===== src/logic/video_pkg.sv =====
// raster and colour types for display timing, renderer and game
// also holds the fixed palette of the game

package video_pkg;

    typedef logic [9:0]  coord_t;  // screen coordinate
    typedef logic [11:0] rgb_t;    // 4 bits each of r, g, b

    typedef struct packed {
        coord_t sx;     // horizontal position
        coord_t sy;     // vertical position
        logic   de;     // visible area
        logic   hsync;  // active low
        logic   vsync;  // active low
    } raster_t;

    // palette
    localparam rgb_t COL_SCORE = 12'hF30;  // score digits
    localparam rgb_t COL_BALL  = 12'hFC0;  // ball
    localparam rgb_t COL_PAD   = 12'hFFF;  // both paddles
    localparam rgb_t COL_BACK  = 12'h137;  // background
    localparam rgb_t COL_BLANK = 12'h000;  // blanking

endpackage

===== src/logic/game_pkg.sv =====
// game types: state enum, score digit, buttons, ball and paddles
// builds on the coordinate type of the video package

package game_pkg;

    import video_pkg::*;

    typedef enum logic [2:0] {
        NEW_GAME,
        POSITION,
        READY,
        PLAY,
        POINT,
        END_GAME
    } game_state_t;

    typedef logic [3:0] score_t;  // one decimal digit
    typedef logic [3:0] speed_t;  // pixels per frame

    typedef struct packed {
        logic up;    // held level
        logic dn;    // held level
        logic fire;  // one-cycle press pulse
    } buttons_t;

    typedef struct packed {
        coord_t x;    // top left corner
        coord_t y;
        logic   dx;   // 0 is right
        logic   dy;   // 0 is down
        speed_t spx;
        speed_t spy;
    } ball_t;

    typedef struct packed {
        coord_t left_y;   // player paddle top row
        coord_t right_y;  // automatic paddle top row
    } paddles_t;

endpackage


===== src/logic/pong_top.sv =====
// pong top level: buttons, display timing, paddles, game and renderer
// ends at parallel rgb with syncs and de, scores also exported

`timescale 1ns/1ns

module pong_top import video_pkg::*, game_pkg::*; #(
    parameter int H_RES      = 640,
    parameter int V_RES      = 480,
    parameter int H_FP       = 16,
    parameter int H_SYNC     = 96,
    parameter int H_BP       = 48,
    parameter int V_FP       = 10,
    parameter int V_SYNC     = 2,
    parameter int V_BP       = 33,
    parameter int BALL_SIZE  = 8,
    parameter int PAD_HEIGHT = 48,
    parameter int PAD_WIDTH  = 10,
    parameter int PAD_OFFS   = 32,
    parameter int PAD_SPY    = 3,
    parameter int BALL_ISPX  = 5,
    parameter int BALL_ISPY  = 3,
    parameter int WIN        = 4,   // at most 9
    parameter int SPEEDUP    = 5,   // shots per speed-up
    parameter int DEB_BITS   = 16
) (
    input  logic   clk_pix,
    input  logic   rst_n,
    input  logic   btn_up,
    input  logic   btn_dn,
    input  logic   btn_fire,
    output rgb_t   rgb,
    output logic   hsync,
    output logic   vsync,
    output logic   de,
    output score_t score_l,
    output score_t score_r
);

    buttons_t    buttons;
    raster_t     raster;
    logic        frame;  // start of vertical blanking
    game_state_t game_state;
    ball_t       ball;
    paddles_t    paddles;

    btn_debounce #(.DEB_BITS(DEB_BITS)) u_debounce (
        .clk_pix, .rst_n, .btn_up, .btn_dn, .btn_fire, .buttons
    );

    raster_timing #(
        .H_RES(H_RES), .V_RES(V_RES), .H_FP(H_FP), .H_SYNC(H_SYNC), .H_BP(H_BP),
        .V_FP(V_FP), .V_SYNC(V_SYNC), .V_BP(V_BP)
    ) u_timing (
        .clk_pix, .rst_n, .raster, .frame
    );

    paddle_ctrl #(
        .V_RES(V_RES), .PAD_HEIGHT(PAD_HEIGHT), .PAD_SPY(PAD_SPY), .BALL_SIZE(BALL_SIZE)
    ) u_paddles (
        .clk_pix, .rst_n, .frame, .game_state, .ball, .buttons, .paddles
    );

    game_core #(
        .H_RES(H_RES), .V_RES(V_RES), .BALL_SIZE(BALL_SIZE), .BALL_ISPX(BALL_ISPX),
        .BALL_ISPY(BALL_ISPY), .PAD_HEIGHT(PAD_HEIGHT), .PAD_WIDTH(PAD_WIDTH),
        .PAD_OFFS(PAD_OFFS), .WIN(WIN), .SPEEDUP(SPEEDUP)
    ) u_game (
        .clk_pix, .rst_n, .frame, .buttons, .paddles, .game_state, .ball, .score_l, .score_r
    );

    frame_render #(
        .H_RES(H_RES), .BALL_SIZE(BALL_SIZE), .PAD_HEIGHT(PAD_HEIGHT),
        .PAD_WIDTH(PAD_WIDTH), .PAD_OFFS(PAD_OFFS)
    ) u_render (
        .clk_pix, .rst_n, .raster, .ball, .paddles, .score_l, .score_r,
        .rgb, .hsync, .vsync, .de
    );

endmodule


===== src/logic/frame_render.sv =====
// pixel painter: ball, paddles and 3x5 score digits scaled by 8
// colour, syncs and de leave through one output register stage

`timescale 1ns/1ns

module frame_render import video_pkg::*, game_pkg::*; #(
    parameter int H_RES      = 640,
    parameter int BALL_SIZE  = 8,
    parameter int PAD_HEIGHT = 48,
    parameter int PAD_WIDTH  = 10,
    parameter int PAD_OFFS   = 32
) (
    input  logic     clk_pix,
    input  logic     rst_n,
    input  raster_t  raster,
    input  ball_t    ball,
    input  paddles_t paddles,
    input  score_t   score_l,
    input  score_t   score_r,
    output rgb_t     rgb,
    output logic     hsync,
    output logic     vsync,
    output logic     de
);

    localparam int PAD_R_X = H_RES - PAD_OFFS - PAD_WIDTH;
    localparam int DIG_W   = 3 * 8;               // scaled glyph width
    localparam int DIG_H   = 5 * 8;
    localparam int DIG_Y   = 8;                   // top of both digits
    localparam int DIG_L_X = H_RES / 2 - DIG_W - 8;
    localparam int DIG_R_X = H_RES / 2 + 8;

    function automatic logic [14:0] glyph(score_t d);
        case (d)  // rows top to bottom, left column first
            4'd0:    return 15'b111_101_101_101_111;
            4'd1:    return 15'b010_110_010_010_111;
            4'd2:    return 15'b111_001_111_100_111;
            4'd3:    return 15'b111_001_111_001_111;
            4'd4:    return 15'b101_101_111_001_001;
            4'd5:    return 15'b111_100_111_001_111;
            4'd6:    return 15'b111_100_111_101_111;
            4'd7:    return 15'b111_001_001_001_001;
            4'd8:    return 15'b111_101_111_101_111;
            4'd9:    return 15'b111_101_111_001_111;
            default: return '0;
        endcase
    endfunction

    function automatic logic digit_pix(score_t d, coord_t px, coord_t py, int x0);
        logic [14:0] g;
        int          col, row;
        if (px < x0 || px >= x0 + DIG_W || py < DIG_Y || py >= DIG_Y + DIG_H) return 1'b0;
        g   = glyph(d);
        col = (px - x0) / 8;     // glyph cell
        row = (py - DIG_Y) / 8;
        return g[14 - row * 3 - col];
    endfunction

    logic in_score, in_ball, in_pad;
    rgb_t colour;

    always_comb begin
        in_score = digit_pix(score_l, raster.sx, raster.sy, DIG_L_X)
                || digit_pix(score_r, raster.sx, raster.sy, DIG_R_X);
        in_ball  = (raster.sx >= ball.x) && (raster.sx < ball.x + BALL_SIZE)
                && (raster.sy >= ball.y) && (raster.sy < ball.y + BALL_SIZE);
        in_pad   = ((raster.sx >= PAD_OFFS) && (raster.sx < PAD_OFFS + PAD_WIDTH)
                    && (raster.sy >= paddles.left_y)
                    && (raster.sy < paddles.left_y + PAD_HEIGHT))
                || ((raster.sx >= PAD_R_X) && (raster.sx < PAD_R_X + PAD_WIDTH)
                    && (raster.sy >= paddles.right_y)
                    && (raster.sy < paddles.right_y + PAD_HEIGHT));
        if (!raster.de) colour = COL_BLANK;
        else if (in_score) colour = COL_SCORE;  // score drawn on top
        else if (in_ball) colour = COL_BALL;
        else if (in_pad) colour = COL_PAD;
        else colour = COL_BACK;
    end

    always_ff @(posedge clk_pix) begin
        if (!rst_n) begin
            rgb   <= COL_BLANK;
            hsync <= 1'b1;
            vsync <= 1'b1;
            de    <= 1'b0;
        end else begin
            rgb   <= colour;
            hsync <= raster.hsync;  // kept aligned with colour
            vsync <= raster.vsync;
            de    <= raster.de;
        end
    end

endmodule


===== src/logic/game_core.sv =====
// game FSM, ball motion and bounces, shot counting and speed-up, scores
// paddle hits are tested on the ball and paddle boxes once per frame

`timescale 1ns/1ns

module game_core import video_pkg::*, game_pkg::*; #(
    parameter int H_RES      = 640,
    parameter int V_RES      = 480,
    parameter int BALL_SIZE  = 8,
    parameter int BALL_ISPX  = 5,
    parameter int BALL_ISPY  = 3,
    parameter int PAD_HEIGHT = 48,
    parameter int PAD_WIDTH  = 10,
    parameter int PAD_OFFS   = 32,
    parameter int WIN        = 4,
    parameter int SPEEDUP    = 5
) (
    input  logic        clk_pix,
    input  logic        rst_n,
    input  logic        frame,
    input  buttons_t    buttons,
    input  paddles_t    paddles,
    output game_state_t game_state,
    output ball_t       ball,
    output score_t      score_l,
    output score_t      score_r
);

    localparam int PAD_R_X = H_RES - PAD_OFFS - PAD_WIDTH;  // right paddle left edge

    game_state_t state_next;
    logic        coll_l, coll_r;  // side wall reached
    logic [3:0]  shot_cnt;        // reversals since last speed-up
    logic        hit_l, hit_r;    // paddle overlap in direction of travel
    logic        dx_n;            // direction after this frame's bounce

    always_comb begin
        hit_l = ball.dx
            && (ball.x < PAD_OFFS + PAD_WIDTH) && (ball.x + BALL_SIZE > PAD_OFFS)
            && (ball.y + BALL_SIZE > paddles.left_y) && (ball.y < paddles.left_y + PAD_HEIGHT);
        hit_r = !ball.dx
            && (ball.x + BALL_SIZE > PAD_R_X) && (ball.x < PAD_R_X + PAD_WIDTH)
            && (ball.y + BALL_SIZE > paddles.right_y) && (ball.y < paddles.right_y + PAD_HEIGHT);
        dx_n = ball.dx ^ (hit_l || hit_r);
    end

    always_comb begin
        state_next = game_state;
        case (game_state)
            NEW_GAME: state_next = POSITION;
            POSITION: state_next = READY;
            READY:    if (buttons.fire) state_next = PLAY;
            PLAY: begin
                if (coll_l || coll_r)  // scores already updated
                    state_next = (score_l == WIN || score_r == WIN) ? END_GAME : POINT;
            end
            POINT:    if (buttons.fire) state_next = POSITION;
            END_GAME: if (buttons.fire) state_next = NEW_GAME;
            default:  state_next = NEW_GAME;
        endcase
    end

    always_ff @(posedge clk_pix) begin
        if (!rst_n) game_state <= NEW_GAME;
        else game_state <= state_next;
    end

    always_ff @(posedge clk_pix) begin
        if (!rst_n) begin
            score_l  <= '0;
            score_r  <= '0;
            coll_l   <= 1'b0;
            coll_r   <= 1'b0;
            shot_cnt <= '0;
            ball.dx  <= 1'b0;
            ball.dy  <= 1'b0;
        end else begin
            case (game_state)
                NEW_GAME: begin
                    score_l <= '0;
                    score_r <= '0;
                    coll_l  <= 1'b0;  // first serve from the left
                    coll_r  <= 1'b0;
                end
                POSITION: begin
                    coll_l   <= 1'b0;
                    coll_r   <= 1'b0;
                    shot_cnt <= '0;
                    ball.spx <= speed_t'(BALL_ISPX);
                    ball.spy <= speed_t'(BALL_ISPY);
                    ball.y   <= coord_t'((V_RES - BALL_SIZE) / 2);
                    if (coll_r) begin  // serve from beside the right paddle
                        ball.x  <= coord_t'(PAD_R_X - BALL_SIZE);
                        ball.dx <= 1'b1;
                    end else begin
                        ball.x  <= coord_t'(PAD_OFFS + PAD_WIDTH);
                        ball.dx <= 1'b0;
                    end
                end
                PLAY: begin
                    if (frame) begin
                        ball.dx <= dx_n;
                        if (hit_l || hit_r) begin
                            if (shot_cnt == SPEEDUP - 1) begin  // speed-up due
                                shot_cnt <= '0;
                                if (ball.spx < PAD_WIDTH) ball.spx <= ball.spx + 1'b1;
                                if (ball.spy != '1) ball.spy <= ball.spy + 1'b1;
                            end else begin
                                shot_cnt <= shot_cnt + 1'b1;
                            end
                        end
                        if (!dx_n) begin  // moving right
                            if (ball.x + BALL_SIZE + ball.spx >= H_RES - 1) begin
                                ball.x  <= coord_t'(H_RES - BALL_SIZE);
                                score_l <= score_l + 1'b1;
                                coll_r  <= 1'b1;
                            end else ball.x <= ball.x + ball.spx;
                        end else begin
                            if (ball.x < ball.spx) begin  // left wall
                                ball.x  <= '0;
                                score_r <= score_r + 1'b1;
                                coll_l  <= 1'b1;
                            end else ball.x <= ball.x - ball.spx;
                        end
                        if (!ball.dy) begin  // moving down
                            if (ball.y + BALL_SIZE + ball.spy >= V_RES - 1) ball.dy <= 1'b1;
                            else ball.y <= ball.y + ball.spy;
                        end else begin
                            if (ball.y < ball.spy) ball.dy <= 1'b0;
                            else ball.y <= ball.y - ball.spy;
                        end
                    end
                end
                default: ;  // waiting for fire
            endcase
        end
    end

    assert property (@(posedge clk_pix) disable iff (!rst_n)
        (score_l <= WIN) && (score_r <= WIN));

endmodule


===== src/logic/paddle_ctrl.sv =====
// paddle motion, once per frame while playing
// left paddle follows the buttons, right paddle tracks the ball

`timescale 1ns/1ns

module paddle_ctrl import video_pkg::*, game_pkg::*; #(
    parameter int V_RES      = 480,
    parameter int PAD_HEIGHT = 48,
    parameter int PAD_SPY    = 3,
    parameter int BALL_SIZE  = 8
) (
    input  logic        clk_pix,
    input  logic        rst_n,
    input  logic        frame,
    input  game_state_t game_state,
    input  ball_t       ball,
    input  buttons_t    buttons,
    output paddles_t    paddles
);

    localparam int PAD_MAX = V_RES - PAD_HEIGHT - 1;  // lowest top row
    localparam int PAD_MID = (V_RES - PAD_HEIGHT) / 2;

    function automatic coord_t move_dn(coord_t y);
        if (y + PAD_SPY >= PAD_MAX) return coord_t'(PAD_MAX);  // clamp at bottom
        return coord_t'(y + PAD_SPY);
    endfunction

    function automatic coord_t move_up(coord_t y);
        if (y < PAD_SPY) return '0;  // clamp at top
        return coord_t'(y - PAD_SPY);
    endfunction

    logic play_frame;

    always_comb play_frame = frame && (game_state == PLAY);

    always_ff @(posedge clk_pix) begin
        if (!rst_n || game_state == POSITION) begin
            paddles.left_y  <= coord_t'(PAD_MID);
            paddles.right_y <= coord_t'(PAD_MID);
        end else if (play_frame) begin
            if (buttons.up) paddles.left_y <= move_up(paddles.left_y);  // up wins
            else if (buttons.dn) paddles.left_y <= move_dn(paddles.left_y);
            if (paddles.right_y + PAD_HEIGHT / 2 < ball.y)  // ball lower
                paddles.right_y <= move_dn(paddles.right_y);
            else if (paddles.right_y + PAD_HEIGHT / 2 > ball.y + BALL_SIZE)
                paddles.right_y <= move_up(paddles.right_y);
        end
    end

    assert property (@(posedge clk_pix) disable iff (!rst_n)
        (paddles.left_y + PAD_HEIGHT <= V_RES) && (paddles.right_y + PAD_HEIGHT <= V_RES));

endmodule


===== src/logic/raster_timing.sv =====
// display timing generator
// pixel counters, active-low syncs, data enable and the frame strobe

`timescale 1ns/1ns

module raster_timing import video_pkg::*; #(
    parameter int H_RES  = 640,
    parameter int V_RES  = 480,
    parameter int H_FP   = 16,
    parameter int H_SYNC = 96,
    parameter int H_BP   = 48,
    parameter int V_FP   = 10,
    parameter int V_SYNC = 2,
    parameter int V_BP   = 33
) (
    input  logic    clk_pix,
    input  logic    rst_n,
    output raster_t raster,
    output logic    frame
);

    localparam int HS_STA  = H_RES + H_FP;     // first hsync cycle
    localparam int HS_END  = HS_STA + H_SYNC;  // first cycle after hsync
    localparam int H_TOTAL = HS_END + H_BP;
    localparam int VS_STA  = V_RES + V_FP;
    localparam int VS_END  = VS_STA + V_SYNC;
    localparam int V_TOTAL = VS_END + V_BP;

    coord_t sx, sy;

    always_ff @(posedge clk_pix) begin
        if (!rst_n) begin
            sx <= '0;
            sy <= '0;
        end else if (sx == H_TOTAL - 1) begin  // end of line
            sx <= '0;
            sy <= (sy == V_TOTAL - 1) ? '0 : sy + 1'b1;
        end else begin
            sx <= sx + 1'b1;
        end
    end

    always_comb begin
        raster.sx    = sx;
        raster.sy    = sy;
        raster.de    = (sx < H_RES) && (sy < V_RES);
        raster.hsync = !((sx >= HS_STA) && (sx < HS_END));  // low in pulse
        raster.vsync = !((sy >= VS_STA) && (sy < VS_END));
        frame        = (sy == V_RES) && (sx == 0);  // first blanking line
    end

    // counter stays inside the line
    assert property (@(posedge clk_pix) disable iff (!rst_n) sx < H_TOTAL);

endmodule


===== src/logic/btn_debounce.sv =====
// button input stage
// two-flop synchroniser and stability counter per button, fire press pulse

`timescale 1ns/1ns

module btn_debounce import game_pkg::*; #(
    parameter int DEB_BITS = 16  // stable for 2**DEB_BITS cycles
) (
    input  logic     clk_pix,
    input  logic     rst_n,
    input  logic     btn_up,
    input  logic     btn_dn,
    input  logic     btn_fire,
    output buttons_t buttons
);

    logic [2:0]          sync_a, sync_b;  // synchroniser stages, {fire, dn, up}
    logic [2:0]          level;           // accepted levels
    logic                fire_q;          // accepted fire, one cycle late
    logic [DEB_BITS-1:0] cnt [3];         // stability counters

    always_ff @(posedge clk_pix) begin
        if (!rst_n) begin
            sync_a <= '0;
            sync_b <= '0;
            level  <= '0;
            fire_q <= 1'b0;
            for (int i = 0; i < 3; i++) cnt[i] <= '0;
        end else begin
            sync_a <= {btn_fire, btn_dn, btn_up};
            sync_b <= sync_a;
            fire_q <= level[2];
            for (int i = 0; i < 3; i++) begin
                if (sync_b[i] == level[i]) begin
                    cnt[i] <= '0;  // no change pending, restart
                end else if (&cnt[i]) begin
                    level[i] <= sync_b[i];  // stable long enough
                    cnt[i]   <= '0;
                end else begin
                    cnt[i] <= cnt[i] + 1'b1;
                end
            end
        end
    end

    always_comb begin
        buttons.up   = level[0];
        buttons.dn   = level[1];
        buttons.fire = level[2] && !fire_q;  // rising edge of accepted fire
    end

endmodule


===== config.mk =====
export PLATFORM = sky130hd
export DESIGN_NAME = pong_top
export DESIGN_NICKNAME = d
export VERILOG_FILES = /design/src/logic/video_pkg.sv /design/src/logic/game_pkg.sv /design/src/logic/pong_top.sv /design/src/logic/frame_render.sv /design/src/logic/game_core.sv /design/src/logic/paddle_ctrl.sv /design/src/logic/raster_timing.sv /design/src/logic/btn_debounce.sv
export SDC_FILE = /design/constraint.sdc
export NUM_CORES = 1
export LEC_CHECK = 0
export BUFFER_PORTS_ARGS = -buffer_cell sky130_fd_sc_hd__buf_2
export CORE_MARGIN = 5
export CORE_UTILIZATION = 35
export CTS_CLUSTER_SIZE = 20
export DETAILED_ROUTE_END_ITERATION = 8
export PLACE_DENSITY = 0.55
export SYNTH_ARGS = -nofsm -noshare
export SYNTH_HDL_FRONTEND = slang
export SYNTH_HIERARCHICAL = 1
export SYNTH_SLANG_ARGS = --single-unit

===== constraint.sdc =====
create_clock -name clk_pix -period 11.5 [get_ports clk_pix]
set_input_delay 0.575 -clock clk_pix [delete_from_list [all_inputs] [get_ports clk_pix]]
set_output_delay 0.575 -clock clk_pix [all_outputs]
set_load 0.05 [all_outputs]

[Word level (Yosys, flattened, before mapping)]
Memories as Yosys holds them, arrays and structs flattened. A register that Yosys moved wholly into a read port is not among the register bits.
Cells that the tools add are included.
Cells by class
  magnitude comparators: 45
  bitwise logic cells: 15
  equal/unequal tests: 30
  multiplexer cells: 139
  $add $sub $neg: 31
  reductions and logical operators: 72
  multipliers: 1
Operators by type and width (number)
  $mux 10: 20
  $lt 10x32->1: 6
  $mux 16: 9
  $ge 32x9->1 const B: 3
  $mux 1: 73
  $add 32x4->32: 2
  $gt 32x10->1: 2
  $lt 32x6->1 const B: 2
  $sub 32x30->32: 2
  $mux 4: 15
  $reduce_and 17->1: 3
  $add 16x1->16 const B: 3
  $reduce_and 16->1: 3
  $pmux 21 s2: 1
  $ge 10x10->1: 4
  $lt 10x10->1 const B: 4
  $lt 10x9->1 const B: 4
  $mux 12: 3
  $ge 32x10->1 const B: 1
  $gt 32x10->1 const B: 1
  $gt 32x32->1: 1
  $gt 32x6->1 const B: 1
  $lt 32x10->1: 1
  $sub 5x32->32 const A: 1
  58 further kinds: 168
Storage, ports and cells
  memory bits (read-only): 480
  RAM bits: 48
  output and inout port bits: 23
  logic and storage cells: 364
  input port bits: 5
  memories: 3
  bits in registers: 112
Memory list
  (no name shown): depth 16, width 15, read ports 1, clocked after Yosys merged registers in 1, wr ports 0, RTL line frame_render.sv:34  | case (d)
  (no name shown): depth 16, width 15, read ports 1, clocked after Yosys merged registers in 1, wr ports 0, RTL line frame_render.sv:34
  u_debounce.cnt: depth 3, width 16, read ports 3, clocked after Yosys merged registers in 0, wr ports 3, RTL line btn_debounce.sv:20  | logic [DEB_BITS-1:0] cnt [3];

[Logic depth before layout (Yosys ltp)]
  word-level depth: 13
  mapped depth: 16
  gate-level depth less buffers: 15

[By module]
The synthesis kept the hierarchy.
Modules (own cells, without submodules)
  game_core: area an instance 5141.2 um^2, seq. area each 1221.2 um^2, cells each 627, times used 1
  frame_render: area an instance 3425.8 um^2, seq. area each 180.2 um^2, cells each 427, times used 1
  btn_debounce: area an instance 2966.6 um^2, seq. area each 1641.6 um^2, cells each 273, times used 1
  paddle_ctrl: area an instance 2676.3 um^2, seq. area each 400.4 um^2, cells each 354, times used 1
  raster_timing: area an instance 1057.3 um^2, seq. area each 400.4 um^2, cells each 120, times used 1

[Least setup slack after synthesis]
OpenSTA, ideal clock, no wires.
  path kind: register to register
  start point: register u_timing.sy[5]
  end point: register, netlist name u_game/ball[10]
  arrival time: 3454 ps
  data required time: 11108 ps
  library setup time: 392 ps
  path buffers: 1
  cell stages (with the launch flop): 9
  path slack: 7653 ps
  clock period less this slack: 3847 ps
  cells stage by stage: dfxtp_1 -> and4_1 -> nor4b_1 -> nand3_1 -> nor4b_1 -> clkbuf_1 -> o21ai_0 -> nor2_1 -> a21boi_0
On the way
  cells in the longest elaborated chain, start to end: 4
Ends and longest elaborated chain
  start, declared: RTL line raster_timing.sv:29  | coord_t sx, sy;
  start signal, assigned: RTL line raster_timing.sv:37  | sy <= (sy == V_TOTAL - 1) ? '0 : sy + 1'b1;
  $eq 10x9->1: RTL line raster_timing.sv:49  | frame = (sy == V_RES) && (sx == 0);
  $logic_and 1x1->1: RTL line raster_timing.sv:49
  named net frame: RTL line pong_top.sv:41  | logic frame;
  $ne 2x2->1 (no line)
  $reduce_and 5->1 (no line)
The timed path passes the listed nets, and every way through them passes these cells.
A chain may end at the register's enable or synchronous reset.

[Worst setup path after layout]
  start point: register, netlist name u_paddles/paddles[14]
  end point: register, netlist name u_game/ball[3]
On the way
  cells in the longest elaborated chain, start to end: 6
  elaborated cells between the ends (all ways): 8
  classes of those cells: add/sub: 1; order compare: 2; eq/ne: 1; reduce/logical: 4
Ends and longest elaborated chain
  $add 10x6->11 / $gt 32x10->1 (equally long branches): RTL line game_core.sv:40  | && (ball.y + BALL_SIZE > paddles.left_y) && (ball.y < paddles.left_y + PAD_HEIGHT);
  $lt 10x32->1 / $logic_and 1x1->1 (equally long branches): RTL line game_core.sv:40
  $logic_and 1x1->1 *: RTL line game_core.sv:40
  $logic_or 1x1->1 *: RTL line game_core.sv:103  | if (hit_l || hit_r) begin
  $ne 2x1->1 (no line) *
  $reduce_and 6->1 (no line) *
Every way passes the cells marked *; elsewhere a longest branch is shown, timed or not.

==> impl_metrics.tcl <==
set metrics [dict create \
    ctsResizeCount 0 \
    ios 28 \
    n_antenna_cell 0 \
    ir_drop_mv 0.133 \
    drive_gt1_share_pct 7.32 \
    reg2reg_to "u_game/ball[3]" \
    worst_ep_required_time_ns 11.60 \
    leakage_nw 6.59 \
    nets 2040 \
    cp_max_fo 19 \
    start_kind "flip-flop" \
    netlist.area_leader.share_pct 16.1 \
    min_path_type "in -> reg" \
    synth_compound_gate_area_share_pct 19.2 \
    core_area_mm2 0.0431 \
    avgSynthCellArea_um2 8.48 \
    die_h_um 219 \
    crit_slowest_cell "dfxtp_1" \
    vias 13349 \
    synth_edf_count 76 \
    finClkSkew_ns 0.0102 \
    rsz0062_at_grt "no" \
    drt_iter0_markers 959 \
    drt-wirelength-per-cell_um 16.7 \
    rrSetupSlack_ns 7.08 \
    first_global_vias 12997 \
    place_congestion 0.874 \
    synthSimpleGateAreaFrac_pct 22.6 \
    tns_ns 0 \
    holdPathEnd "u_debounce/sync_a[1]" \
    drv_slew 0 \
    crit_buf_inv 1 \
    drc 0 \
    hold_start "btn_dn" \
    drt-pass1-iter-count 5 \
    synth_xor_xnor_area_share_pct 8.38 \
    worstSetupEndpointType "flip-flop" \
    grt_max_degree 47 \
    reg2reg_from "u_paddles/paddles[14]" \
    io_buffers 27 \
    synth-async-reset-ratio_pct 0 \
    die_width_um 219 \
    fillCellCount 4390 \
    syn_area_mm2 0.0153 \
    grt_pass1_wl_mm 66.1 \
    reg2reg_depth 13 \
    synth.distinct_cells 117 \
    start_util_pct 35.4 \
    rows 76 \
    cts_buffers 17 \
    powerDensity_mw_per_mm2 88.9 \
    drv_cap 0 \
    cts_root_buf "clkbuf_16" \
    synthTopCellsByCount "ha_1, inv_1, nor2_1, nand2_1, a21oi_1" \
    synthAdderAreaFrac_pct 17.0 \
    routed_wl_mm 40.6 \
    viasPerCell 5.49 \
    cts_hold_buf 0 \
    dp_cells 2398 \
    yosys-top-cells-area "ha_1, edfxtp_1, dfxtp_1" \
    ys_seq_elements 154 \
    cts.sinks 154 \
    cts_tree "built" \
    finalSetupViolations 0 \
    period_needed_ns 4.42 \
    run_status "complete, no violations" \
    dp_hpwl_mm 29.3 \
    syn_inst 1801 \
    hold_viol_final 0 \
    postRouteAntennaNets 0 \
    cp_cell_sequence "inv_1 > ha_1 > nor2_1 > xnor2_1 > ha_1 > o21a_1 > o32ai_1 > o2111ai_1 > a211oi_1 > nand3_1 > a31oi_1 > nand3_1 > a41oi_1" \
    synth-main-ff-cell "dfxtp_1" \
    antenna_found_initial 0 \
    postCtsSetupBuffers 0 \
    syn2layout_area_growth_pct 9.02 \
    critPathKind "reg -> reg" \
    instances_no_fill 2430 \
    overflow 0 \
    clock_latency_ns 0.46 \
    synth_top_family_by_area "simple AND/OR/NAND/NOR gates" \
    cp.arrival_ns 4.52 \
    yosys_warnings 6 \
    yosys-mux-area-fraction_pct 1.09 \
    path_delay_family "compound AO/OA/AOI/OAI gates" \
    die-area_mm2 0.0479 \
    htree_levels 4 \
    worst_slew_pin_slew_ns 1.05 \
    slew_headroom_pct 28.4 \
    cts_buffer_depth 2 \
    hold_depth 2 \
    path_clk_slew_ns 0.07 \
    synth_most_common_cell "ha_1" \
    slowest_delay_ns 0.77 \
    final.period_utilization_pct 38.4 \
    yosysTopAreaCell "ha_1" \
    ys_seq_area_share_pct 25.2 \
    grt_use_total_pct 16.8 \
    max_freq_mhz 226 \
]
[where the power goes]
part           switching (mW)  internal, mW
sequential             0.0360         0.595
combinational           0.135        0.0862
clock                   0.270         0.357
total                   0.442          1.04
[metrics by stage]
step | util, % | power [mW] | hold WS (ns) | cell area (um2) | setup slack [ns]
2_1_floorplan | - | 0.800 | 0.412 | 15400 | 7.65
3_3_place_gp | 37.2 | 0.859 | 0.421 | 16000 | 7.23
3_5_place_dp | 37.2 | 0.862 | 0.423 | 16000 | 7.13
4_1_cts | 38.6 | 1.50 | 0.299 | 16600 | 7.09
5_1_grt | 38.6 | 1.55 | 0.314 | 16600 | 6.74
6_report | 38.6 | 1.48 | 0.330 | 16600 | 7.08
[metal layers]
metal  up-vias  wire length [um]  track usage (%)
met4         0               565             4.08
met2       278             19100             28.5
met3        40              1570             2.94
li1       6633                 -                -
met5         -                 0                0
met1      6398             19400             22.3
[worst register-to-register path: stages (launching register included)]
cell	delay, ns
dfxtp_1	0.77
inv_1	0.17
ha_1	0.29
nor2_1	0.14
xnor2_1	0.13
ha_1	0.25
o21a_1	0.16
o32ai_1	0.18
o2111ai_1	0.19
a211oi_1	0.44
nand3_1	0.28
a31oi_1	0.48
nand3_1	0.18
a41oi_1	0.42
[worst max-delay path by stage]
stage,startpoint,endpoint,slack [ns],cells after the start
after floorplan,u_timing/sy[5],u_game/ball[10],7.65,8
after CTS,u_paddles/paddles[14],u_game/ball[3],7.09,13
after global placement,u_paddles/paddles[14],u_game/ball[3],7.23,13
after detailed placement,u_paddles/paddles[14],u_game/ball[0],7.13,13
final,u_paddles/paddles[14],u_game/ball[3],7.08,13
after global routing,u_paddles/paddles[14],u_game/ball[3],6.74,13
[final cells by class]
class                      count  area, um2  share of cell area (%)
tap                          585        732                    4.40
timing repair buffer          38        218                    1.31
sequential                   154       3840                    23.1
multi-input combinational   1460      10600                    63.7
clock buffer                  18        439                    2.64
inverter                     161        604                    3.63
clock inverter                14        200                    1.20
[cells in the final DEF, fill, tap and decap left out, types with 10 or more instances in the layout]
master,netlist,routed
a31oi_1,18,18
nor3_1,51,51
nand3_1,79,79
or3_1,12,12
o22ai_1,12,12
a21o_1,14,14
a211oi_1,12,12
dfxtp_1,78,78
nand2_1,98,98
nand4_1,39,39
inv_1,160,160
and3_1,15,15
xor2_1,47,47
buf_4,14,11
nand3b_1,12,12
nor2b_1,21,21
nor4_1,19,19
and4_1,10,10
buf_2,29,27
ha_1,196,196
edfxtp_1,76,76
o2111ai_1,16,16
conb_1,1,48
nand2b_1,21,21
a21oi_1,93,93
o21ai_0,91,90
clkbuf_16,0,17
mux2i_1,14,14
o211ai_1,13,13
xnor2_1,92,92
o21a_1,19,19
nor2_1,158,158
and2_1,15,15
[flip-flops by register name, indices dropped and copies added, names as in the netlist, 3 cells and up]
register	count
u_timing/sx	10
u_game/score_r	4
u_timing/sy	10
u_game/score_l	4
u_debounce/sync_b	3
u_debounce/cnt	48
u_render/rgb	6
u_game/shot_cnt	4
u_debounce/level	3
u_game/game_state	3
u_paddles/paddles	20
u_debounce/sync_a	3
u_game/ball	30
[kinds of logic after synthesis]
| logic type | after synthesis |
|---|---|
| xor+xnor | 142 |
| fa+ha+maj | 203 |
| mux | 16 |
| flops | 154 |
| simple gates | 628 |
| buf+inv | 234 |
| compound gates | 423 |
| other cells | 1 |
Note: power is estimated with default switching activity, not from simulation.
